===== src/verilog/gb_video_pkg.sv =====
`default_nettype none

package gb_video_pkg;

    ////////////////////
    // Raster timing
    ////////////////////

    // Horizontal, in pixel clocks
    localparam int h_front = 16;
    localparam int h_sync  = 96;
    localparam int h_back  = 48;
    localparam int h_act   = 640;
    localparam int h_blank = h_front + h_sync + h_back;  // First active clock
    localparam int h_total = h_blank + h_act;

    // Vertical, in lines
    localparam int v_front = 10;
    localparam int v_sync  = 2;
    localparam int v_back  = 33;
    localparam int v_act   = 480;
    localparam int v_blank = v_front + v_sync + v_back;  // First active line
    localparam int v_total = v_blank + v_act;

    // Console window in active coordinates, upper bounds exclusive
    localparam int win_x0 = 80;
    localparam int win_x1 = 560;
    localparam int win_y0 = 24;
    localparam int win_y1 = 456;

    // Console picture
    localparam int gb_width  = 160;
    localparam int gb_height = 144;
    localparam int gb_scale  = 3;
    localparam int fb_depth  = gb_width * gb_height;
    localparam int fb_addr_w = 15;

    ////////////////////
    // Register map
    ////////////////////
    localparam logic [15:0] reg_base    = 16'h8000;
    localparam logic [15:0] pal0_addr   = reg_base + 16'd0;
    localparam logic [15:0] pal1_addr   = reg_base + 16'd1;
    localparam logic [15:0] pal2_addr   = reg_base + 16'd2;
    localparam logic [15:0] pal3_addr   = reg_base + 16'd3;
    localparam logic [15:0] border_addr = reg_base + 16'd4;

    // Default shades, lightest first
    localparam logic [23:0] pal0_init   = 24'hFFFFFF;
    localparam logic [23:0] pal1_init   = 24'hAAAAAA;
    localparam logic [23:0] pal2_init   = 24'h555555;
    localparam logic [23:0] pal3_init   = 24'h000000;
    localparam logic [23:0] border_init = 24'h000000;

    localparam int pipe_latency = 2;  // Timing signals to video outputs

    typedef enum logic [1:0] {
        idle,
        ack,
        wait_release
    } wb_state_t;

endpackage

`default_nettype wire


===== src/verilog/pixel_pipe.sv =====
`timescale 1ns/1ps
`default_nettype none

module pixel_pipe (
    input  logic                               clk,
    input  logic                               reset,
    input  logic                               h_sync_n,
    input  logic                               v_sync_n,
    input  logic                               active,
    input  logic                               in_window,
    input  logic [7:0]                         gb_x,
    input  logic [7:0]                         gb_y,
    output logic [gb_video_pkg::fb_addr_w-1:0] scan_addr,
    input  logic [1:0]                         scan_shade,
    input  logic [23:0]                        pal0,
    input  logic [23:0]                        pal1,
    input  logic [23:0]                        pal2,
    input  logic [23:0]                        pal3,
    input  logic [23:0]                        border_rgb,
    output logic                               hs,
    output logic                               vs,
    output logic                               de,
    output logic [23:0]                        rgb
);

    logic [gb_video_pkg::fb_addr_w-1:0] y_x128;
    logic [gb_video_pkg::fb_addr_w-1:0] y_x32;
    logic        hs_d1;
    logic        vs_d1;
    logic        act_d1;
    logic        win_d1;
    logic [23:0] shade_rgb;
    logic [23:0] pix_rgb;

    ////////////////////
    // Stage 1
    ////////////////////

    // gb_y * 160 as 128 + 32, the RAM registers this address
    assign y_x128    = {gb_y, 7'd0};
    assign y_x32     = {2'd0, gb_y, 5'd0};
    assign scan_addr = y_x128 + y_x32 + {7'd0, gb_x};

    // Flags travel alongside the RAM read
    always_ff @(posedge clk or posedge reset) begin
        if (reset) begin
            hs_d1  <= 1'b1;
            vs_d1  <= 1'b1;
            act_d1 <= 1'b0;
            win_d1 <= 1'b0;
        end else begin
            hs_d1  <= h_sync_n;
            vs_d1  <= v_sync_n;
            act_d1 <= active;
            win_d1 <= in_window;
        end
    end

    ////////////////////
    // Stage 2
    ////////////////////
    always_comb begin
        case (scan_shade)
            2'd0:    shade_rgb = pal0;
            2'd1:    shade_rgb = pal1;
            2'd2:    shade_rgb = pal2;
            default: shade_rgb = pal3;
        endcase
    end

    assign pix_rgb = win_d1 ? shade_rgb : border_rgb;  // Border fills the rest

    always_ff @(posedge clk or posedge reset) begin
        if (reset) begin
            hs  <= 1'b1;
            vs  <= 1'b1;
            de  <= 1'b0;
            rgb <= '0;
        end else begin
            hs  <= hs_d1;
            vs  <= vs_d1;
            de  <= act_d1;
            rgb <= act_d1 ? pix_rgb : 24'd0;  // Black in blanking
        end
    end

endmodule

`default_nettype wire


===== config.mk =====
export PLATFORM = sky130hd
export DESIGN_NAME = pixel_pipe
export DESIGN_NICKNAME = d
export VERILOG_FILES = /design/src/verilog/gb_video_pkg.sv /design/src/verilog/pixel_pipe.sv
export SDC_FILE = /design/constraint.sdc
export NUM_CORES = 1
export LEC_CHECK = 0
export ABC_AREA = 1
export BUFFER_PORTS_ARGS = -buffer_cell sky130_fd_sc_hd__buf_2
export CORE_ASPECT_RATIO = 0.7
export CORE_MARGIN = 1
export CORE_UTILIZATION = 44
export CTS_BUF_LIST = sky130_fd_sc_hd__clkbuf_8
export DETAILED_ROUTE_END_ITERATION = 10
export GPL_ROUTABILITY_DRIVEN = 0
export HOLD_SLACK_MARGIN = 0.08
export PLACE_DENSITY = 0.95
export SLEW_MARGIN = 20
export SYNTH_ARGS = -nofsm -noshare
export SYNTH_HDL_FRONTEND = slang
export SYNTH_SLANG_ARGS = --single-unit
export TNS_END_PERCENT = 20

===== constraint.sdc =====
create_clock -name clk -period 3.6 [get_ports clk]
set_input_delay 0.72 -clock clk [delete_from_list [all_inputs] [get_ports clk]]
set_output_delay 0.72 -clock clk [all_outputs]
set_load 0.02 [all_outputs]

==> metrics, run 1 <==
Seq cells post-synth 31; full die area 5601 µm²; Slew headroom 0.3391; Critical-path top delay cell fa_1; Adder-Cell Fraction of Synth Area 0.09764; CP arrival 2.61 ns; Startpoint Class input port; CTS root buf clkbuf_8; Num CTS Buffers 5; Fin. Hold Viols 0; share of cells above drive strength 1 0.3816; Yosys top cell by area dfrtp_1; synth warn 0; Clock Sinks 31; initial antenna violation count 0; XOR/XNOR Fraction of Synth Area 0.01127; unrepaired setup endpoints after global routing false; Hold-fix buffers, CTS 0; leakage 1.935 nW; skew final 0.004144 ns; critical path, cell by cell buf_2, inv_1, fa_1, inv_1, fa_1, nand2_1, nand2_1, nand3_1, nand2_1, nand2_1, nand2_1, buf_2; Peak supply drop 164.6 µV; syn_area_per_cell 6.702 µm²; Die Width 89.02 µm; register area share after synthesis 0.3348; GRT busiest layer met2; quantity of I/O buffers inserted on ports 175; DR WL/cell 13.28 µm; Detail Route Antenna Nets 0; Netlist cell types 22; Routed WL 7703 µm; Slew @ Worst Pin 0.9903 ns; Core ar. 4940 µm²; Sum Neg Setup Slack 0 ns; vias in the first global route 2,499; fin. max-slew vios 0; Clock H-tree levels 2; Diodes inserted 0; number of cell rows 21; syn nets 509; chip height 62.92 µm; GRT met3 Usage 0.05812; commonest non-fill, non-tap cells in the layout buf_2 (175), nand2_1 (124), nand3_1 (39); Clock Tree Buf Depth 2; main combinational cell family by area after synthesis simple AND/OR/NAND/NOR gates; multiplexer area fraction after synthesis 0; final cell count without fillers 580; drt first pass iters 5; Area growth, synth to finish 41.79%; via count 2,860; met2 Usage GRT 0.4923; Max Freq 0.3002 GHz; placed cells 572; CTS tree done; most common cell after layout, fill and taps aside buf_2; Initial Utilization 0.4721; Setup Crit Path Kind in2out; post-synthesis compound-gate area fraction 0.09657; status finished, final reports clean; CP required 2.88 ns; Clock transition at path regs 0.06 ns; M1 GR Usage 0.3046; PD cells 339.5 nW/µm²; area share of the largest cell type after synthesis 0.2897; remaining global-route overflow 0; max-cap violations 0; Final min period 3.331 ns; vias per cell 4.931; DRC Markers 0; post-detail-place hpwl 6252 µm; Final period util 0.9254; Skew-Pair Late Insertion Delay 0.28 ns; detailed router's first-iteration violation count 136; Resize count post-CTS 0; largest net degree at the start of global routing 49; Synth Cell Area 2332 µm²; Mapped Cells 348; Crit path top cell by count nand2_1; Crit path largest cell delay 0.54 ns; first-pass GRT wire length 11,290 µm; endpoints failing setup 0; Hold/Removal Path Class reg2reg; num ports 186; Crit Path Max Fanout 3; aggregate global-route resource usage 0.2694; simple-gate share of the synthesized area 0.3788; top cells by area, synth dfrtp_1 (29%), nand2_1 (20%), nand3_1 (8.4%); Nets 671; CP Capture Type primary output; post-CTS setup buffers 0
[synthesized netlist by cell type (all sizes together)]
cell    number
a21oi       12
buf         13
clkbuf       7
dfrtp       27
dfstp        4
fa           2
ha          15
inv         22
nand2      124
nand3       39
nand3b       1
nor2        36
o21ai       33
or2         10
xnor2        1
xor2         2
[where the power goes]
part	total, mW	leakage (nW)	internal (mW)	switching, mW
registers	0.390	0.383	0.374	0.0159
clock network	0.348	0.0612	0.224	0.124
logic	0.385	1.49	0.156	0.230
total	1.12	1.93	0.753	0.370
[registers in the layout (all words and copies together) (netlist names)]
name and flops:
vs_d1 1, hs 1, win_d1 1, act_d1 1, vs 1, hs_d1 1
rgb 24, de 1
[per-stage QoR]
step	cell area (µm²)	hold slack, ns	util	power, mW	worst slack, ns
final	3307	0.3664	0.6695	1.123	0.2686
after global routing	3307	0.3678	0.6695	1.185	0.1656
after CTS	3306	0.3671	0.6692	1.127	0.3258
after detailed placement	3188	0.3541	0.6454	0.7779	0.3266
after global placement	3188	0.3458	0.6454	0.7598	0.4172
after floorplan	2332	0.3452	-	0.6255	0.6251
[final cells by class]
class,count,area (µm²)
clock inverters,2,35.03
well taps,69,86.33
inverters,22,82.58
repair buffers,175,875.8
flip-flops and latches,31,782.0
fillers,437,1633
clock buffers,6,82.58
multi-input cells,275,1363
[worst max-delay path: cells and delay by family]
| kind | cells | cell delay, ns |
|---|---|---|
| adders and majority gates | 2 | 1.01 |
| buffers and inverters | 4 | 0.37 |
| and+or+nand+nor | 6 | 0.51 |
[metal layers]
metal  vias up  wire length [µm]  share of wire
met5         -                 0              0
met4         0               173          0.022
met3        17               644          0.084
met2       136              3883           0.50
met1      1278              3002           0.39
li1       1429                 -              -
[cells by family after synthesis]
logic type      Yosys count
compound gates           45
xor+xnor                  3
flops                    31
simple gates            210
fa+ha+maj                17
buf+inv                  42
[worst paths after layout]
path                       startpoint            end  depth (start not counted)  slack, ns
min                             vs_d1             vs                          0       0.37
max reg2reg                    win_d1        rgb[12]                          2       2.27
min reg2reg                     vs_d1             vs                          0       0.37
max in group asynchronous       reset         win_d1                          2       2.65
max                           gb_x[7]  scan_addr[14]                         12       0.27
min in group asynchronous       reset        rgb[22]                          2       0.51
Note: power is estimated with default switching activity, not from simulation.
==> run 2: changes to the inputs <==
- CORE_UTILIZATION: 44 -> 41
- PLACE_DENSITY: 0.95 -> 0.94
- RECOVER_POWER: default -> 50
- clock period: 3.6 -> 3.8 ns (I/O delays scaled with it)
==> metrics, run 2 (synthesis results as in run 1) <==
skew final 0.006810 ns; Slew @ Worst Pin 1.090 ns; most common cell after layout, fill and taps aside buf_2; Hold-fix buffers, CTS 0; Clock Tree Buf Depth 2; Crit path top cell by count nand2_1; leakage 1.911 nW; Num CTS Buffers 5; initial antenna violation count 0; vias per cell 4.921; quantity of I/O buffers inserted on ports 175; commonest non-fill, non-tap cells in the layout buf_2 (166), nand2_1 (124), nand3_1 (39); Biggest register rgb; unrepaired setup endpoints after global routing false; largest net degree at the start of global routing 26; Nets 673; Final period util 0.8778; Crit path largest cell delay 0.53 ns; Sum Neg Setup Slack 0 ns; vias in the first global route 2,715; Post-Place Setup Slack 0.4867 ns; Hold Path Depth 0; Diodes inserted 0; Clock Sinks 31; Area growth, synth to finish 41.90%; share of cells above drive strength 1 0.3606; DR WL/cell 13.52 µm; CP required 3.04 ns; Startpoint Class input port; aggregate global-route resource usage 0.2638; num ports 186; Core ar. 5368 µm²; endpoints failing setup 0; CTS tree done; DRC Markers 0; via count 2,879; full die area 5999 µm²; Crit Path Max Fanout 3; Max Freq 0.2998 GHz; post-detail-place hpwl 6418 µm; status finished, final reports clean; Skew-Pair Late Insertion Delay 0.27 ns; CP Capture Type primary output; PD cells 320.9 nW/µm²; post-CTS setup buffers 0; chip height 65.10 µm; drt first pass iters 4; final cell count without fillers 585; FF/Latch Area 780.7 µm²; Setup Crit Path Kind in2out; Routed WL 7912 µm; max reg flops 24; Slew headroom 0.2734; Detail Route Antenna Nets 0; critical path, cell by cell buf_2, inv_1, fa_1, inv_1, fa_1, nand2_1, nand2_1, nand3_1, nand3_1, nand2_1, buf_2; PnR worst setup slack 0.4643 ns; Initial Utilization 0.4345; Clock transition at path regs 0.06 ns; multi-input logic area 1363 µm²; Peak supply drop 160.3 µV; fillcell total 510; R2R cell count 3; CP arrival 2.58 ns; Critical-path top delay cell fa_1; remaining global-route overflow 0; max-cap violations 0; number of cell rows 22; Hold/Removal Path Class reg2reg; placed cells 577; detailed router's first-iteration violation count 103; Fin. Hold Viols 0; CTS root buf clkbuf_8; fin. max-slew vios 0; Die Width 92.15 µm; Clock H-tree levels 2; Final min period 3.336 ns; first-pass GRT wire length 12,300 µm; Resize count post-CTS 0
==> run 2: cell count changes in the layout (fill, tap and decap cells not counted), sizes merged <==
cell / previous run / this run
buf: 175 / 167
clkbuf: 6 / 16
==> run 2: cell type report <==
class | count | share of cell area
multi-input cells | 275 | 0.4117
inverters | 22 | 0.02495
clock inverters | 2 | 0.01059
well taps | 72 | 0.02722
flip-flops and latches | 31 | 0.2359
clock buffers | 6 | 0.02495
repair buffers | 177 | 0.2647
==> run 2: path summary, 6_finish.rpt <==
check	endpoint	start	slack [ns]
min in group asynchronous	rgb[5]	reset	0.49
worst max-delay path	scan_addr[14]	gb_x[7]	0.46
worst max register to register	rgb[17]	win_d1	2.26
worst min register to register	hs	hs_d1	0.36
worst min-delay path	hs	hs_d1	0.36
max in group asynchronous	rgb[8]	reset	1.96
==> run 2: worst max-delay path, delay by kind of cell <==
family	cells	cell delay, ns
and+or+nand+nor	5	0.48
adders and majority gates	2	0.99
buffers and inverters	4	0.35
==> run 2: per-stage QoR <==
step	cell area, µm²	utilization	power, mW	hold slack, ns
floorplan	2332	-	0.5925	0.3452
global placement	3207	0.5974	0.7237	0.3462
detailed placement	3207	0.5974	0.7395	0.3529
CTS	3324	0.6193	1.068	0.3640
global route	3309	0.6166	1.123	0.3660
finish	3309	0.6166	1.062	0.3615
==> run 2: where the power goes <==
group          switching [mW]  leakage [nW]  internal, mW  total [mW]
Sequential             0.0135         0.384         0.354       0.368
Clock                   0.116        0.0612         0.212       0.328
Combinational           0.220          1.47         0.146       0.366
==> run 2: per-layer routing <==
metal | share of wire | track usage | vias to the layer above
li1 | - | - | 1436
met1 | 0.40 | 0.3114 | 1268
met2 | 0.49 | 0.4767 | 156
met3 | 0.090 | 0.06019 | 19
met4 | 0.021 | 0.08984 | 0
met5 | 0 | 0 | -
