--- src/verilog/gb_video_pkg.sv ---
`default_nettype none

package gb_video_pkg;

    ////////////////////
    // Raster timing
    ////////////////////

    // Horizontal, in pixel clocks
    localparam int h_front = 16;
    localparam int h_sync  = 96;
    localparam int h_back  = 48;
    localparam int h_act   = 640;
    localparam int h_blank = h_front + h_sync + h_back;  // First active clock
    localparam int h_total = h_blank + h_act;

    // Vertical, in lines
    localparam int v_front = 10;
    localparam int v_sync  = 2;
    localparam int v_back  = 33;
    localparam int v_act   = 480;
    localparam int v_blank = v_front + v_sync + v_back;  // First active line
    localparam int v_total = v_blank + v_act;

    // Console window in active coordinates, upper bounds exclusive
    localparam int win_x0 = 80;
    localparam int win_x1 = 560;
    localparam int win_y0 = 24;
    localparam int win_y1 = 456;

    // Console picture
    localparam int gb_width  = 160;
    localparam int gb_height = 144;
    localparam int gb_scale  = 3;
    localparam int fb_depth  = gb_width * gb_height;
    localparam int fb_addr_w = 15;

    ////////////////////
    // Register map
    ////////////////////
    localparam logic [15:0] reg_base    = 16'h8000;
    localparam logic [15:0] pal0_addr   = reg_base + 16'd0;
    localparam logic [15:0] pal1_addr   = reg_base + 16'd1;
    localparam logic [15:0] pal2_addr   = reg_base + 16'd2;
    localparam logic [15:0] pal3_addr   = reg_base + 16'd3;
    localparam logic [15:0] border_addr = reg_base + 16'd4;

    // Default shades, lightest first
    localparam logic [23:0] pal0_init   = 24'hFFFFFF;
    localparam logic [23:0] pal1_init   = 24'hAAAAAA;
    localparam logic [23:0] pal2_init   = 24'h555555;
    localparam logic [23:0] pal3_init   = 24'h000000;
    localparam logic [23:0] border_init = 24'h000000;

    localparam int pipe_latency = 2;  // Timing signals to video outputs

    typedef enum logic [1:0] {
        idle,
        ack,
        wait_release
    } wb_state_t;

endpackage

`default_nettype wire

--- src/verilog/wb_fb_slave.sv ---
`timescale 1ns/1ps
`default_nettype none

module wb_fb_slave (
    input  logic                               clk,
    input  logic                               reset,
    input  logic                               wb_cyc,
    input  logic                               wb_stb,
    input  logic                               wb_we,
    input  logic [15:0]                        wb_adr,
    input  logic [31:0]                        wb_dat_w,
    output logic [31:0]                        wb_dat_r,
    output logic                               wb_ack,
    output logic                               fb_we,
    output logic [gb_video_pkg::fb_addr_w-1:0] fb_addr,
    output logic [1:0]                         fb_wdata,
    input  logic [1:0]                         fb_rdata,
    output logic [23:0]                        pal0,
    output logic [23:0]                        pal1,
    output logic [23:0]                        pal2,
    output logic [23:0]                        pal3,
    output logic [23:0]                        border_rgb
);

    gb_video_pkg::wb_state_t state;
    logic        wr_en;     // Write accepted this clock
    logic        pix_sel;   // Address falls in the frame buffer
    logic [31:0] rd_data;

    assign pix_sel = (wb_adr < 16'(gb_video_pkg::fb_depth));
    assign wr_en   = (state == gb_video_pkg::idle) && wb_cyc && wb_stb && wb_we;

    always_ff @(posedge clk or posedge reset) begin
        if (reset) begin
            state <= gb_video_pkg::idle;
        end else begin
            case (state)
                gb_video_pkg::idle:
                    if (wb_cyc && wb_stb)
                        state <= gb_video_pkg::ack;
                gb_video_pkg::ack:
                    state <= gb_video_pkg::wait_release;  // Single ack pulse
                gb_video_pkg::wait_release:
                    if (!wb_stb)
                        state <= gb_video_pkg::idle;
                default:
                    state <= gb_video_pkg::idle;
            endcase
        end
    end

    assign wb_ack = (state == gb_video_pkg::ack);

    // Port A follows the bus directly, read data lands in the ack clock
    assign fb_we    = wr_en && pix_sel;
    assign fb_addr  = wb_adr[gb_video_pkg::fb_addr_w-1:0];
    assign fb_wdata = wb_dat_w[1:0];

    ////////////////////
    // Colour registers
    ////////////////////
    always_ff @(posedge clk or posedge reset) begin
        if (reset) begin
            pal0       <= gb_video_pkg::pal0_init;
            pal1       <= gb_video_pkg::pal1_init;
            pal2       <= gb_video_pkg::pal2_init;
            pal3       <= gb_video_pkg::pal3_init;
            border_rgb <= gb_video_pkg::border_init;
        end else if (wr_en) begin
            case (wb_adr)
                gb_video_pkg::pal0_addr:   pal0       <= wb_dat_w[23:0];
                gb_video_pkg::pal1_addr:   pal1       <= wb_dat_w[23:0];
                gb_video_pkg::pal2_addr:   pal2       <= wb_dat_w[23:0];
                gb_video_pkg::pal3_addr:   pal3       <= wb_dat_w[23:0];
                gb_video_pkg::border_addr: border_rgb <= wb_dat_w[23:0];
                default: ;
            endcase
        end
    end

    always_comb begin
        rd_data = '0;  // Unmapped reads as zero
        if (pix_sel) begin
            rd_data = {30'd0, fb_rdata};
        end else begin
            case (wb_adr)
                gb_video_pkg::pal0_addr:   rd_data = {8'd0, pal0};
                gb_video_pkg::pal1_addr:   rd_data = {8'd0, pal1};
                gb_video_pkg::pal2_addr:   rd_data = {8'd0, pal2};
                gb_video_pkg::pal3_addr:   rd_data = {8'd0, pal3};
                gb_video_pkg::border_addr: rd_data = {8'd0, border_rgb};
                default:                   rd_data = '0;
            endcase
        end
    end

    assign wb_dat_r = wb_ack ? rd_data : 32'd0;

endmodule

`default_nettype wire

--- config.mk ---
export PLATFORM = sky130hd
export DESIGN_NAME = wb_fb_slave
export DESIGN_NICKNAME = d
export VERILOG_FILES = /design/src/verilog/gb_video_pkg.sv /design/src/verilog/wb_fb_slave.sv
export SDC_FILE = /design/constraint.sdc
export NUM_CORES = 1
export LEC_CHECK = 0
export BUFFER_PORTS_ARGS = -buffer_cell sky130_fd_sc_hd__clkbuf_2
export CAP_MARGIN = 30
export CORE_MARGIN = 5
export CORE_UTILIZATION = 53
export CTS_CLUSTER_SIZE = 30
export DETAILED_ROUTE_END_ITERATION = 8
export GPL_TIMING_DRIVEN = 1
export PLACE_DENSITY = 0.89
export SLEW_MARGIN = 20
export SYNTH_ARGS = -nofsm -noshare
export SYNTH_HDL_FRONTEND = slang
export SYNTH_SLANG_ARGS = --single-unit
export TNS_END_PERCENT = 30
--- constraint.sdc ---
create_clock -name clk -period 6.7 [get_ports clk]
set_input_delay 0.67 -clock clk [delete_from_list [all_inputs] [get_ports clk]]
set_output_delay 0.67 -clock clk [all_outputs]
set_load 0.01 [all_outputs]
==> results of run 1 <==
## registers in the layout, summed over array words and instances (netlist names)
name,flops
pal3,24
pal1,24
pal2,24
state,2
border_rgb,24
pal0,24
## cells by family after synthesis
group | count (synthesis) | share of synthesized area
AOI/OAI and AO/OA | 30 | 0.0371
buffers and inverters | 51 | 0.0545
DFF | 122 | 0.521
muxes | 148 | 0.328
other | 1 | 0.000628
and+or+nand+nor | 60 | 0.0585
## worst max-delay path by stage
stage | cells after the start | startpoint | end
2_1_floorplan | 1 | reset | border_rgb[0]
3_3_place_gp | 9 | wb_adr[0] | wb_dat_r[1]
3_5_place_dp | 9 | wb_adr[1] | wb_dat_r[1]
4_1_cts | 9 | wb_adr[0] | wb_dat_r[1]
5_1_grt | 9 | wb_adr[0] | wb_dat_r[1]
6_report | 8 | wb_adr[7] | wb_dat_r[1]
## power breakdown
group / internal [mW] / switching, mW
combinational: 0.0269 / 0.0525
clock: 0.577 / 0.325
sequential: 0.740 / 0.000945
total: 1.34 / 0.379
## final cells by class
class	instances	area (um^2)	share of cell area
tap	140	175	0.0229
timing repair buffer	221	1160	0.152
sequential	122	3110	0.407
clock buffer	22	474	0.0621
multi-input combinational	246	2590	0.339
inverter	2	10.0	0.00131
clock inverter	10	118	0.0154
## layer usage
layer,part of all wire,vias up
met1,0.39,2234
met5,0,-
met2,0.52,216
met4,0.014,0
li1,-,1895
met3,0.076,24
## placed cells by master (no fill, tap or decap), types with 2 or more instances in the layout
| cell | count |
|---|---|
| clkbuf_8 | 3 |
| mux2i_1 | 8 |
| clkbuf_2 | 209 |
| buf_4 | 10 |
| conb_1 | 8 |
| a22oi_1 | 19 |
| nor2_1 | 33 |
| clkinvlp_4 | 4 |
| nand2_1 | 6 |
| clkbuf_16 | 17 |
| mux4_2 | 20 |
| dfstp_2 | 48 |
| bufinv_16 | 2 |
| nand3_1 | 2 |
| mux2_4 | 20 |
| clkinv_2 | 2 |
| clkinv_4 | 2 |
| nor3_1 | 3 |
| mux2_1 | 21 |
| a221oi_1 | 4 |
| dfrtp_1 | 74 |
| clkbuf_1 | 2 |
| mux2_2 | 79 |
| nor3b_4 | 2 |
| o21ai_0 | 4 |
## synthesized netlist by cell type
cell	n	area [um^2]
mux4_2	20	450
nor4_1	1	6.26
clkbuf_1	11	41.3
nor3b_4	2	37.5
nor4b_4	1	23.8
nor4_2	2	25.0
conb_1	1	3.75
nand2b_1	1	6.26
mux2_4	20	300
buf_1	5	18.8
buf_6	4	45.0
buf_4	27	203
o21a_1	1	7.51
dfstp_2	48	1260
nor2_1	33	124
and4bb_2	1	12.5
nand3_1	2	10.0
buf_2	2	10.0
dfrtp_1	74	1850
inv_1	2	7.51
a221oi_1	4	35.0
o21ai_0	4	20.0
mux2_2	79	890
mux2_1	21	236
a22oi_1	19	143
nor2b_1	1	6.26
or4_1	1	7.51
nor4b_1	1	8.76
nor3_4	1	16.3
nor3_1	4	20.0
nand2_2	1	6.26
nand4_1	1	6.26
nand2_1	6	22.5
o211a_1	1	10.0
mux2i_1	8	80.1
a31oi_1	1	6.26
nor4bb_1	1	10.0
==> results.cfg, run 1 <==
[die]
core_um2 = 10900
die_area_um2 = 13500
die_x_um = 116
top_level_ports = 226
rows = 38
initial_core_util = 0.546
die_y_um = 116

[placement]
gp_congestion = 0.786
dp_hpwl_mm = 11.7
io_buffers = 209
place_ws_ns = 2.92
placed_cell_area_um2 = 7020
post-place-cells = 730

[synth]
synth_cell_types = 37
ys_ff_latch = 122
ys_warn_count = 0
synth_cells = 412
avgSynthCellArea_um2 = 14.5
netlist_area_um2 = 5970
seq_area_frac_synth = 0.521

[status]
outcome = finished clean

[setup_path]
cp_slowest_cell = nor3_2
r2r_cells = 6
crit_type = input pin to output pin
arrival_ns = 3.12
crit_top_cell = clkbuf_2
r2r_start = state[1]
worstPathRequired_ns = 6.03
end_kind = output pin
timing.rr.end = pal1[10]
cp-start-kind = input pin
critical_path.max_stage_delay_ns = 0.79
crit_chain = clkbuf_2 -> nor4_2 -> nand2_1 -> nor3_2 -> buf_4 -> a22oi_1 -> o21ai_0 -> clkbuf_2
cp_max_fo = 12
crit_buf_inv = 3
r2r_slack_ns = 3.54
crit_family = simple AND/OR/NAND/NOR gates

[pwr]
p_per_area_nw_per_um2 = 225
finalPower_mw = 1.72
leakage_nw = 3.85
worst_ir_drop_vdd_mv = 0.144

[global_routing]
met3_usage = 0.0736
grtUsageMet1 = 0.315
antenna_found_initial = 0
grt-ovfl-total = 0
track_usage = 0.255
grt_pass1_wl_mm = 26.1
grt.busiest_layer = met2
grt_pass1_vias = 4678
grt_max_degree = 73
met2_usage = 0.433

[clocking]
cts.repair.resized = 0
cts_buffer_depth = 2
clkLatencyLatePin_ns = 0.41
cts_tree = built
numCtsBuffers = 17
clock-root-buffer = clkbuf_16
cts_hold_buf = 0
h-tree-depth = 4
post_cts_buffers = 0
cts_sinks = 122
clk_pin_slew_ns = 0.05

[route]
viasPerCell = 5.73
drtIter0Drc = 296
via_count = 4369
route.detailed.drc = 0
firstDrtPassIters = 4
wl_mm = 16.9
avgRoutedWirePerCell_um = 22.1
antenna_left = 0

[timing]
hold_ws_ns = 0.334
setup_tns_ns = 0
min_period_over_period = 0.566
fin_ws_ns = 2.91
finalSetupViolCount = 0
final_max_slew_viol_count = 0
worstMarginPinSlew_ns = 1.06
fmax_mhz = 264
skew_ns = 0.0102
hold_viol = 0
slew_headroom = 0.291
rsz0062_at_grt = false
fin_crit_ns = 3.79

[final_layout]
syn2layout_area_growth_pct = 28.0
final_area_um2 = 7640
num-fill-cells = 752
postLayoutCoreUtil = 0.699
layout.cells.non_filler = 763
antenna_cells = 0
drive_gt1_frac = 0.689
layout.nets = 665

[flow_run]
max_cap_viol_count = 0

[min_path]
hp-class = input pin to asynchronous set/reset pin
(Power assumes the default switching activity.)
==> run 2: changes to the inputs <==
--- a/config.mk
+++ b/config.mk
@@ -8,11 +8,11 @@
 export BUFFER_PORTS_ARGS = -buffer_cell sky130_fd_sc_hd__clkbuf_2
 export CAP_MARGIN = 30
 export CORE_MARGIN = 5
-export CORE_UTILIZATION = 53
+export CORE_UTILIZATION = 45
 export CTS_CLUSTER_SIZE = 30
 export DETAILED_ROUTE_END_ITERATION = 8
 export GPL_TIMING_DRIVEN = 1
-export PLACE_DENSITY = 0.89
+export PLACE_DENSITY = 0.81
 export SLEW_MARGIN = 20
 export SYNTH_ARGS = -nofsm -noshare
 export SYNTH_HDL_FRONTEND = slang
==> constraint.sdc (replaced) <==
create_clock -name clk -period 3.45 [get_ports clk]
set_input_delay 0.345 -clock clk [delete_from_list [all_inputs] [get_ports clk]]
set_output_delay 0.345 -clock clk [all_outputs]
set_load 0.01 [all_outputs]
==> run 2 against run 1 <==
Utilization shrank 11 points. Cell count is 5.9% higher. Global-route usage decreased by 3.7 points. Clock skew down 0.0011 ns. Clock-buffer cell count increased by 3. Sequential share of layout area fell by 0.65 points. Via count rose by 0.82%. Non-clock buffer count up 9. Worst setup slack got worse by 2.1 ns. Final area rose by 1.6%.
==> results.cfg, run 2 (same netlist as run 1, synthesis figures left out) <==
[clocking]
cts_tree = built
cts_buffer_depth = 2
h-tree-depth = 4
clock-root-buffer = clkbuf_16
post_cts_buffers = 0
clk_pin_slew_ns = 0.06
cts_sinks = 122
numCtsBuffers = 17
clkLatencyLatePin_ns = 0.41

[timing]
min_period_over_period = 0.757
setup_tns_ns = 0
worstMarginPinSlew_ns = 0.676
fin_crit_ns = 2.61
fmax_mhz = 383
hold_viol = 0
slew_headroom = 0.549
finalSetupViolCount = 0
final_max_slew_viol_count = 0
rsz0062_at_grt = false
skew_ns = 0.00904

[final_layout]
mostFrequentLayoutCells = clkbuf_2, mux2_2, dfrtp_1
multi_input_area_um2 = 2590
final-seq-area_um2 = 3110
layout_commonest_cell = clkbuf_2
syn2layout_area_growth_pct = 30.1
postLayoutCoreUtil = 0.591
num-fill-cells = 1046
antenna_cells = 0
layout.nets = 674
drive_gt1_frac = 0.690

[setup_path]
r2r_cells = 6
arrival_ns = 2.90
crit_start = state[1]
worstPathRequired_ns = 3.74
timing.rr.end = pal1[12]
cp-start-kind = flop
end_kind = flop
crit_type = flop to flop
cp-endpoint = pal1[12]
r2r_start = state[1]
r2r_slack_ns = 0.84
cp_max_fo = 14

[min_path]
hp-start = wb_stb
hp-class = input pin to flop

[global_routing]
grt-ovfl-total = 0
met2_usage = 0.356
antenna_found_initial = 0
met3_usage = 0.0725
grtUsageMet1 = 0.272
track_usage = 0.218
grt_pass1_vias = 4669
grt_pass1_wl_mm = 26.8
grt_max_degree = 61
grt.busiest_layer = met2

[die]
rows = 42
die_y_um = 125
initial_core_util = 0.454
die_x_um = 125
die_area_um2 = 15700
core_um2 = 13100
top_level_ports = 226

[route]
antenna_left = 0
route.detailed.drc = 0
firstDrtPassIters = 5
via_count = 4405
viasPerCell = 5.45
wl_mm = 16.9
avgRoutedWirePerCell_um = 20.9
drtIter0Drc = 164

[pwr]
leakage_nw = 3.91
pwr-share-seq = 0.421
p_per_area_nw_per_um2 = 441
pwr-share-comb = 0.046
p_clk_frac = 0.533
p_int_mw = 2.70
worst_ir_drop_vdd_mv = 0.324
swShare = 0.210
power.switching_mw = 0.719

[status]
outcome = finished clean

[flow_run]
max_cap_viol_count = 0

[placement]
io_buffers = 209
dp_hpwl_mm = 12.2
gp_congestion = 0.983
-- run 2: critical path, cell delays in order, from the launching register on --
cell and delay [ns]:
dfrtp_1 0.40, and4bb_2 0.31, nand2_1 0.15, or4_1 0.67, nor3b_4 0.26, buf_4 0.34, mux2_4 0.33
-- run 2: repair_timing --
item / CTS / global route
hold endpoints to repair: 7 / 0
hold buffers: 1 / 0
gates resized for setup: 0 / 0
-- run 2: through the flow --
step / hold WS (ns) / instances / setup WS [ns] / cell area [um^2] / power [mW]
floorplan: 0.450 / 419 / 1.07 / 6000 / 1.55
global placement: 0.423 / 775 / 0.710 / 7140 / 1.61
detailed placement: 0.431 / 775 / 0.618 / 7140 / 1.62
CTS: 0.181 / 808 / 0.838 / 7760 / 3.46
global route: 0.209 / 808 / 0.713 / 7760 / 3.54
finish: 0.211 / 808 / 0.840 / 7760 / 3.42
-- run 2: worst min-delay path by stage --
stage               endpoint  slack (ns)  depth (start not counted)
finish              state[1]        0.21                          3
global route        state[1]        0.21                          3
CTS                 state[1]        0.18                          3
detailed placement  state[1]        0.43                          2
global placement    state[1]        0.42                          2
floorplan           state[1]        0.45                          1
-- run 2: cell type report --
| type | count | area share |
|---|---|---|
| flip-flops and latches | 122 | 0.401 |
| multi-input cells | 246 | 0.334 |
| repair buffers | 230 | 0.157 |
| clock buffers | 25 | 0.0638 |
| well taps | 176 | 0.0284 |
| clock inverters | 7 | 0.0147 |
| inverters | 2 | 0.00145 |
-- run 2: routing by layer --
layer / vias up / part of all wire
met5: - / 0
met4: 0 / 0.021
met3: 34 / 0.080
met2: 217 / 0.50
met1: 2250 / 0.40
li1: 1904 / -
-- run 2: power groups by stage --
| stage | combinational [mW] | sequential (mW) | clock [mW] |
|---|---|---|---|
| final | 0.156 | 1.44 | 1.82 |
| after global routing | 0.172 | 1.44 | 1.93 |
| after CTS | 0.158 | 1.44 | 1.86 |
| after detailed placement | 0.157 | 1.46 | 0 |
| after global placement | 0.152 | 1.46 | 0 |
| after floorplan | 0.0921 | 1.46 | 0 |
