[src/verilog/gb_video_pkg.sv]
`default_nettype none

package gb_video_pkg;

    ////////////////////
    // Raster timing
    ////////////////////

    // Horizontal, in pixel clocks
    localparam int h_front = 16;
    localparam int h_sync  = 96;
    localparam int h_back  = 48;
    localparam int h_act   = 640;
    localparam int h_blank = h_front + h_sync + h_back;  // First active clock
    localparam int h_total = h_blank + h_act;

    // Vertical, in lines
    localparam int v_front = 10;
    localparam int v_sync  = 2;
    localparam int v_back  = 33;
    localparam int v_act   = 480;
    localparam int v_blank = v_front + v_sync + v_back;  // First active line
    localparam int v_total = v_blank + v_act;

    // Console window in active coordinates, upper bounds exclusive
    localparam int win_x0 = 80;
    localparam int win_x1 = 560;
    localparam int win_y0 = 24;
    localparam int win_y1 = 456;

    // Console picture
    localparam int gb_width  = 160;
    localparam int gb_height = 144;
    localparam int gb_scale  = 3;
    localparam int fb_depth  = gb_width * gb_height;
    localparam int fb_addr_w = 15;

    ////////////////////
    // Register map
    ////////////////////
    localparam logic [15:0] reg_base    = 16'h8000;
    localparam logic [15:0] pal0_addr   = reg_base + 16'd0;
    localparam logic [15:0] pal1_addr   = reg_base + 16'd1;
    localparam logic [15:0] pal2_addr   = reg_base + 16'd2;
    localparam logic [15:0] pal3_addr   = reg_base + 16'd3;
    localparam logic [15:0] border_addr = reg_base + 16'd4;

    // Default shades, lightest first
    localparam logic [23:0] pal0_init   = 24'hFFFFFF;
    localparam logic [23:0] pal1_init   = 24'hAAAAAA;
    localparam logic [23:0] pal2_init   = 24'h555555;
    localparam logic [23:0] pal3_init   = 24'h000000;
    localparam logic [23:0] border_init = 24'h000000;

    localparam int pipe_latency = 2;  // Timing signals to video outputs

    typedef enum logic [1:0] {
        idle,
        ack,
        wait_release
    } wb_state_t;

endpackage

`default_nettype wire

[src/verilog/dvi_timing.sv]
`timescale 1ns/1ps
`default_nettype none

module dvi_timing (
    input  logic       clk,
    input  logic       reset,
    input  logic       frame_sync,
    output logic       h_sync_n,
    output logic       v_sync_n,
    output logic       active,
    output logic       in_window,
    output logic [7:0] gb_x,
    output logic [7:0] gb_y
);

    logic [9:0] h_count;
    logic [9:0] v_count;
    logic [1:0] h_div;      // Clocks within one console pixel
    logic [1:0] v_div;      // Lines within one console row
    logic [7:0] gb_x_cnt;
    logic [7:0] gb_y_cnt;
    logic       line_end;
    logic       win_h;
    logic       win_v;

    assign line_end = (h_count == 10'(gb_video_pkg::h_total - 1));

    ////////////////////
    // Raster counters
    ////////////////////
    always_ff @(posedge clk or posedge reset) begin
        if (reset) begin
            h_count <= '0;
            v_count <= '0;
        end else if (frame_sync) begin  // Lock to the emulated frame
            h_count <= '0;
            v_count <= '0;
        end else if (line_end) begin
            h_count <= '0;
            if (v_count == 10'(gb_video_pkg::v_total - 1))
                v_count <= '0;
            else
                v_count <= v_count + 10'd1;
        end else begin
            h_count <= h_count + 10'd1;
        end
    end

    // Divide-by-three steppers, realigned just before each window edge
    always_ff @(posedge clk or posedge reset) begin
        if (reset) begin
            h_div    <= '0;
            gb_x_cnt <= '0;
            v_div    <= '0;
            gb_y_cnt <= '0;
        end else begin
            if (h_count == 10'(gb_video_pkg::h_blank + gb_video_pkg::win_x0 - 1)) begin
                h_div    <= '0;
                gb_x_cnt <= '0;
            end else if (h_div == 2'(gb_video_pkg::gb_scale - 1)) begin
                h_div    <= '0;
                gb_x_cnt <= gb_x_cnt + 8'd1;
            end else begin
                h_div <= h_div + 2'd1;
            end

            if (line_end) begin
                if (v_count == 10'(gb_video_pkg::v_blank + gb_video_pkg::win_y0 - 1)) begin
                    v_div    <= '0;
                    gb_y_cnt <= '0;
                end else if (v_div == 2'(gb_video_pkg::gb_scale - 1)) begin
                    v_div    <= '0;
                    gb_y_cnt <= gb_y_cnt + 8'd1;
                end else begin
                    v_div <= v_div + 2'd1;
                end
            end
        end
    end

    ////////////////////
    // Decoded regions
    ////////////////////
    assign h_sync_n = !((h_count >= gb_video_pkg::h_front) &&
                        (h_count < gb_video_pkg::h_front + gb_video_pkg::h_sync));
    assign v_sync_n = !((v_count >= gb_video_pkg::v_front) &&
                        (v_count < gb_video_pkg::v_front + gb_video_pkg::v_sync));
    assign active   = (h_count >= gb_video_pkg::h_blank) && (v_count >= gb_video_pkg::v_blank);

    assign win_h = (h_count >= gb_video_pkg::h_blank + gb_video_pkg::win_x0) &&
                   (h_count < gb_video_pkg::h_blank + gb_video_pkg::win_x1);
    assign win_v = (v_count >= gb_video_pkg::v_blank + gb_video_pkg::win_y0) &&
                   (v_count < gb_video_pkg::v_blank + gb_video_pkg::win_y1);
    assign in_window = win_h && win_v;

    assign gb_x = in_window ? gb_x_cnt : 8'd0;  // Zero outside the window
    assign gb_y = in_window ? gb_y_cnt : 8'd0;

endmodule

`default_nettype wire

[config.mk]
export PLATFORM = sky130hd
export DESIGN_NAME = dvi_timing
export DESIGN_NICKNAME = d
export VERILOG_FILES = /design/src/verilog/gb_video_pkg.sv /design/src/verilog/dvi_timing.sv
export SDC_FILE = /design/constraint.sdc
export NUM_CORES = 1
export LEC_CHECK = 0
export BUFFER_PORTS_ARGS = -buffer_cell sky130_fd_sc_hd__clkbuf_2
export CORE_MARGIN = 4
export CORE_UTILIZATION = 53
export DETAILED_ROUTE_END_ITERATION = 10
export GPL_ROUTABILITY_DRIVEN = 0
export PLACE_DENSITY = 0.72
export RECOVER_POWER = 100
export SETUP_SLACK_MARGIN = 0.3
export SLEW_MARGIN = 10
export SYNTH_ARGS = -nofsm -noshare
export SYNTH_HDL_FRONTEND = slang
export SYNTH_SLANG_ARGS = --single-unit
[constraint.sdc]
create_clock -name clk -period 2 [get_ports clk]
set_input_delay 0.1 -clock clk [delete_from_list [all_inputs] [get_ports clk]]
set_output_delay 0.1 -clock clk [all_outputs]
set_load 0.005 [all_outputs]
==> metrics.csv, run 1 <==
stage,metric,value,unit
outcome,status,finished with violations,
outcome,failing checks,setup timing,
sta,Tightest Pin Transition,0.985,ns
placement,pre-CTS WS,-0.0380,ns
sta,RSZ-0062 raised after global routing,yes,
pwr,internal power,1.39,mW
synthesis,synth warn,0,
detailed_routing,antenna-violating nets left,0,
floorplan,Core Area,4380,µm²
cts,Skew-Pair Late Insertion Delay,0.30,ns
pwr,Switch Pwr,512,µW
min_path,min-delay worst type,in2reg,
synthesis,"Seq/Total Area, Yosys",41.7,%
finish,Final nets,341,
synthesis,Yosys reg bits,40,
pwr,VDD IR max,389,µV
sta,PnR worst setup slack,-0.0150,ns
placement,post-DP HPWL,3750,µm
run,max-cap violations,0,
cts,H-tree lvl count,2,
detailed_routing,starting DRC count in detailed routing,119,
setup_path,Worst EP required,1.90,ns
pwr,combinational share of power,12.6,%
setup_path,slowest cell delay on critical path,0.41,ns
setup_path,CP Class,reg2out,
pwr,sequential share of power,51.4,%
floorplan,Initial Util,54.8,%
setup_path,Setup crit end kind,primary output,
setup_path,CP cell instances,"buf_4, ha_4, nor2b_2, o21ai_2, a21boi_4, clkbuf_16, nor3b_2, buf_2",
sta,Tmin final,2.01,ns
cts,CTS max path bufs,2,
sta,Worst Skew,0.00347,ns
placement,IO buf count,22,
synthesis,syn nets,276,
floorplan,Std-Cell Rows,24,
setup_path,Worst Path Buf+Inv,3,
finish,register area,1000,µm²
finish,"commonest cells after routing, fill and taps aside","dfrtp_1 (39), buf_4 (23), nor2_1 (18)",
synthesis,Main synth FF type,dfrtp_1,
min_path,Hold Startpoint,frame_sync,
setup_path,CP max-delay cell,dfrtp_1,
setup_path,Top delay family on crit path,buffers and inverters,
setup_path,RR Endpoint,gb_y_cnt[7],
sta,Max-slew headroom,34.3,%
floorplan,Die X-Extent,75.3,µm
detailed_routing,DRC errors left,0,
pwr,net switching fraction of the power,26.9,%
min_path,hold depth,2,
synthesis,Syn Area/Cell,9.09,µm²
setup_path,Worst Path Arrival,1.91,ns
global_routing,vias in the first global route,2304,
global_routing,largest net degree at the start of global routing,41,
cts,TritonCTS clock tree,yes,
cts,Clock transition at path regs,0.08,ns
global_routing,GRT Total Usage,23.9,%
global_routing,initial antenna violation count,0,
sta,Fin Setup TNS,-0.0313,ns
sta,endpoints failing hold,0,
setup_path,worst r2r src,h_count[1],
finish,"Area growth, synth to finish",44.1,%
setup_path,FF-to-FF setup slack,0.06,ns
detailed_routing,via count,2295,
synthesis,"Distinct cells, synth",45,
pwr,pwr/cell area,550,nW/µm²
pwr,PnR Total Power,1.90,mW
floorplan,Die Y,75.3,µm
cts,clk root buf,clkbuf_8,
sta,Max Slew Vio Count,0,
finish,diode count,0,
sta,Max Clock Freq,496,MHz
cts,clock sink count,40,
pwr,clock network power share,36.0,%
global_routing,first-pass GRT wire length,10500,µm
synthesis,Post-Syn Area,2400,µm²
min_path,Min-Delay Endpoint,v_count[4],
finish,Post-Layout Cell Count,382,
sta,Setup Viol. Count Final,4,
pwr,Leak,1.41,nW
setup_path,Worst R2R Path Depth,5,
detailed_routing,Avg Vias per Cell,6.01,
floorplan,die area,5670,µm²
global_routing,GR Overflow Total,0,
setup_path,Crit Path Max Fanout,8,
sta,period utilization,101,%
detailed_routing,Wirelength per Cell,17.6,µm
synthesis,"FFs w/ async S/R, synth",100,%
detailed_routing,count of TritonRoute iterations in the first routing pass,4,
finish,layout cells sized above 1,43.3,%
floorplan,# IOs,23,
cts,Num CTS Buffers,5,
synthesis,Mapped Cells,264,
finish,multi-input logic area,1660,µm²
setup_path,Worst setup SP type,flip-flop,
placement,# placed instances,349,
detailed_routing,drt total wl,6720,µm
synthesis,"EDFF count, synth",0,
finish,"commonest non-fill, non-tap cell in the layout",dfrtp_1,
finish,FILL cells,279,
cells by family (layout without fill, tap and decap cells):
kind of cell / count (synthesis) / after routing / synth area share [%]
AOI/OAI and AO/OA: 46 / 46 / 12.1
muxes: 3 / 3 / 1.25
buffers and inverters: 28 / 94 / 5.11
DFF: 40 / 40 / 41.7
xor gates and xnor gates: 16 / 16 / 5.84
adders and majority gates: 9 / 9 / 4.69
and+or+nand+nor: 122 / 122 / 29.3
stage by stage:
stage                     hold slack (ns)  util (%)  instance area [µm²]
after floorplan                     0.289         -                 2450
after global placement              0.234      62.3                 2730
after detailed placement            0.236      62.3                 2730
after CTS                           0.265      74.3                 3260
after global routing                0.345      78.9                 3460
final                               0.296      78.9                 3460
state kept, by name, indices dropped and copies added, names as in the netlist:
signal    cells
h_count      10
v_count      10
h_div         2
gb_x_cnt      8
v_div         2
gb_y_cnt      8
synth_stat cells (all sizes together) (4+ instances only):
| cell | n | area [µm²] |
|---|---|---|
| nand4 | 10 | 62.6 |
| nor3 | 13 | 65.1 |
| buf | 4 | 32.5 |
| inv | 14 | 52.6 |
| xor2 | 11 | 96.3 |
| dfrtp | 40 | 1000 |
| a21oi | 14 | 70.1 |
| clkbuf | 10 | 37.5 |
| or3 | 5 | 33.8 |
| nor3b | 18 | 135 |
| nor4 | 4 | 25.0 |
| nand2 | 16 | 60.1 |
| or4 | 4 | 33.8 |
| nor2 | 19 | 71.3 |
| o21ai | 13 | 65.1 |
| nand3 | 14 | 70.1 |
| xnor2 | 5 | 43.8 |
| o31ai | 4 | 30.0 |
| ha | 9 | 113 |
cell type report:
class,count,area share [%]
flip-flops and latches,40,29.0
inverters,14,1.52
clock buffers,5,1.99
multi-input cells,196,47.9
clock inverters,3,1.34
well taps,52,1.88
repair buffers,72,16.4
per-layer routing:
| layer | vias to the layer above | global-route usage (%) | wire (µm) |
|---|---|---|---|
| met5 | - | 0 | 0 |
| met4 | 0 | 9.51 | 184 |
| met3 | 21 | 3.69 | 284 |
| met2 | 64 | 40.7 | 3430 |
| met1 | 1125 | 30.4 | 2820 |
| li1 | 1085 | - | - |
power groups by stage:
stage | Combinational [mW] | Sequential, mW | Clock (mW)
finish | 0.240 | 0.977 | 0.685
floorplan | 0.180 | 0.968 | 0
CTS | 0.232 | 0.979 | 0.697
global placement | 0.210 | 0.990 | 0
detailed placement | 0.219 | 0.995 | 0
global route | 0.270 | 0.992 | 0.732
repair_timing:
action	in CTS	in global routing
pin swaps	20	14
buffers inserted	15	6
setup endpoints to repair	38	37
hold buffers	1	0
endpoints found under the hold margin	40	0
resized for setup	63	52
cloned	2	1
worst max-delay path by stage:
stage / start / endpoint / slack, ns / cells past startpoint
after floorplan: h_count[5] / gb_y_cnt[7] / 0.02 / 6
after global placement: h_count[0] / v_count[4] / 0.02 / 5
after detailed placement: h_count[1] / v_count[8] / -0.04 / 5
after CTS: v_count[2] / gb_y[2] / 0.06 / 6
after global routing: v_count[0] / gb_y[5] / -0.05 / 8
final: v_count[0] / gb_y[2] / -0.01 / 8
No activity file was read; power rests on OpenSTA's default activity.
==> inputs of run 2 (changes only) <==
PLACE_DENSITY = 0.7   (was 0.72)
SLEW_MARGIN = 20   (was 10)
clock period = 2.3 ns   (was 2 ns; I/O delays follow)
==> run 2 against run 1 <==
The run now ends clean. Setup slack better by 0.22 ns. Total power down 16%. First-iteration DRC count down 21%. Register-to-register slack improved by 0.21 ns.
==> metrics.csv, run 2 (synthesized netlist as in run 1, its figures left out) <==
stage,metric,value,unit
finish,FILL cells,356,
global_routing,initial antenna violation count,0,
setup_path,Crit Path Max Fanout,17,
placement,IO buf count,22,
sta,RSZ-0062 raised after global routing,yes,
sta,Tightest Pin Transition,1.01,ns
setup_path,Worst Path Buf+Inv,2,
setup_path,FF-to-FF setup slack,0.27,ns
finish,"commonest non-fill, non-tap cell in the layout",dfrtp_1,
cts,H-tree lvl count,2,
cts,clk root buf,clkbuf_8,
detailed_routing,Wirelength per Cell,16.2,µm
floorplan,Core Area,4380,µm²
setup_path,Worst path depth,6,
global_routing,vias in the first global route,2045,
setup_path,crit path launch,v_count[4],
detailed_routing,antenna-violating nets left,0,
setup_path,slowest cell delay on critical path,0.53,ns
setup_path,Worst EP required,2.18,ns
finish,layout cells sized above 1,29.5,%
cts,Skew-Pair Late Insertion Delay,0.29,ns
sta,hold_ws,0.280,ns
run,max-cap violations,0,
finish,Final nets,326,
sta,Max-slew headroom,32.6,%
sta,Fin Setup TNS,0,ns
floorplan,die area,5670,µm²
sta,period utilization,91.2,%
floorplan,Die X-Extent,75.3,µm
sta,Max Clock Freq,477,MHz
setup_path,Worst R2R Path Depth,5,
floorplan,# IOs,23,
min_path,hold depth,2,
finish,diode count,0,
setup_path,CP max-delay cell,dfrtp_1,
sta,Max Slew Vio Count,0,
pwr,pwr/cell area,529,nW/µm²
sta,Worst Skew,0.00371,ns
pwr,Leak,1.21,nW
global_routing,GRT Total Usage,20.3,%
finish,multi-input logic area,1440,µm²
setup_path,Worst Path Arrival,1.98,ns
setup_path,RR Endpoint,v_count[7],
finish,"Area growth, synth to finish",26.3,%
floorplan,Initial Util,54.8,%
cts,TritonCTS clock tree,yes,
setup_path,Setup crit end kind,primary output,
setup_path,CP cell instances,"and2_1, o2111ai_1, nand3_1, buf_2, nor3b_2, buf_2",
placement,post-DP HPWL,3520,µm
finish,register area,1010,µm²
global_routing,GR Overflow Total,0,
detailed_routing,count of TritonRoute iterations in the first routing pass,4,
floorplan,Die Y,75.3,µm
finish,"commonest cells after routing, fill and taps aside","dfrtp_1 (33), buf_4 (19), nor2_1 (18)",
setup_path,CP Class,reg2out,
sta,Tmin final,2.10,ns
setup_path,end of the critical path,gb_y[2],
cts,Num CTS Buffers,5,
setup_path,Worst setup SP type,flip-flop,
cts,CTS max path bufs,2,
floorplan,Std-Cell Rows,24,
detailed_routing,Avg Vias per Cell,6.11,
detailed_routing,DRC errors left,0,
detailed_routing,via count,2243,
cts,Clock transition at path regs,0.08,ns
detailed_routing,drt total wl,5950,µm
detailed_routing,starting DRC count in detailed routing,94,
setup_path,cell mode on critical path,buf_2,
finish,biggest regs,"h_count (10), v_count (10)",
global_routing,largest net degree at the start of global routing,41,
finish,utilization after layout,69.1,%
sta,endpoints failing hold,0,
global_routing,first-pass GRT wire length,9000,µm
sta,Setup Viol. Count Final,0,
pwr,VDD IR max,365,µV
min_path,min-delay worst type,in2reg,
setup_path,worst r2r src,h_count[0],
outcome,status,"finished, final reports clean",
cts,clock sink count,40,
setup_path,Top delay family on crit path,buffers and inverters,
## run 2: cell types whose count changed in the layout (fill, tap and decap cells not counted), moves of 4 or more
cell,delta
a21oi_1,+12
a21oi_2,-10
buf_4,-4
buf_6,-15
clkbuf_1,+5
dfrtp_1,-6
dfrtp_2,+6
o21ai_0,+5
## run 2: what timing repair did
action	in CTS	in global routing
setup endpoints to repair	27	32
gates resized for setup	10	57
hold buffers	1	0
pin swaps	2	14
gates cloned	0	2
endpoints found under the hold margin	40	0
buffers inserted	9	11
## run 2: routing by layer
layer / wire, µm / part of all wire (%) / GRT usage (%)
met5: 0 / 0 / 0
met1: 2510 / 42 / 26.4
met4: 176 / 3.0 / 8.74
met2: 2970 / 50 / 33.2
met3: 297 / 5.0 / 3.69
## run 2: final cells by class
| cell class | count | share of cell area [%] |
|---|---|---|
| multi-input combinational | 196 | 47.4 |
| inverter | 14 | 1.90 |
| clock inverter | 2 | 1.16 |
| clock buffer | 6 | 2.39 |
| sequential | 40 | 33.3 |
| timing repair buffer | 57 | 11.7 |
| tap | 52 | 2.15 |
## run 2: worst min-delay path by stage
stage                     startpoint           to  slack, ns
after floorplan           frame_sync   v_count[5]       0.30
after global placement         reset  gb_x_cnt[5]       0.26
after detailed placement       reset  gb_x_cnt[4]       0.26
after CTS                 frame_sync   v_count[4]       0.29
after global routing      frame_sync   v_count[9]       0.32
final                     frame_sync   v_count[9]       0.28
## run 2: stage by stage
stage                     instances  cell area, µm²  power (mW)  worst slack [ns]
final                           367            3030        1.60             0.204
after global routing            367            3030        1.70            0.0929
after CTS                       354            2810        1.61             0.302
after detailed placement        336            2600        1.04             0.132
after global placement          336            2600        1.04             0.185
after floorplan                 264            2410       0.998             0.275
## run 2: report_power, final
group          total [mW]  internal (mW)  switching [mW]
clock network       0.564          0.322           0.242
registers           0.846          0.774          0.0725
logic               0.195          0.105          0.0893
total                1.60           1.20           0.403
## run 2: worst register-to-register path, stage by stage (launching register included)
cell and delay [ns]:
dfrtp_1 0.36, ha_1 0.24, nand3_4 0.12, or3_1 0.43, or4b_2 0.65, a21oi_1 0.15
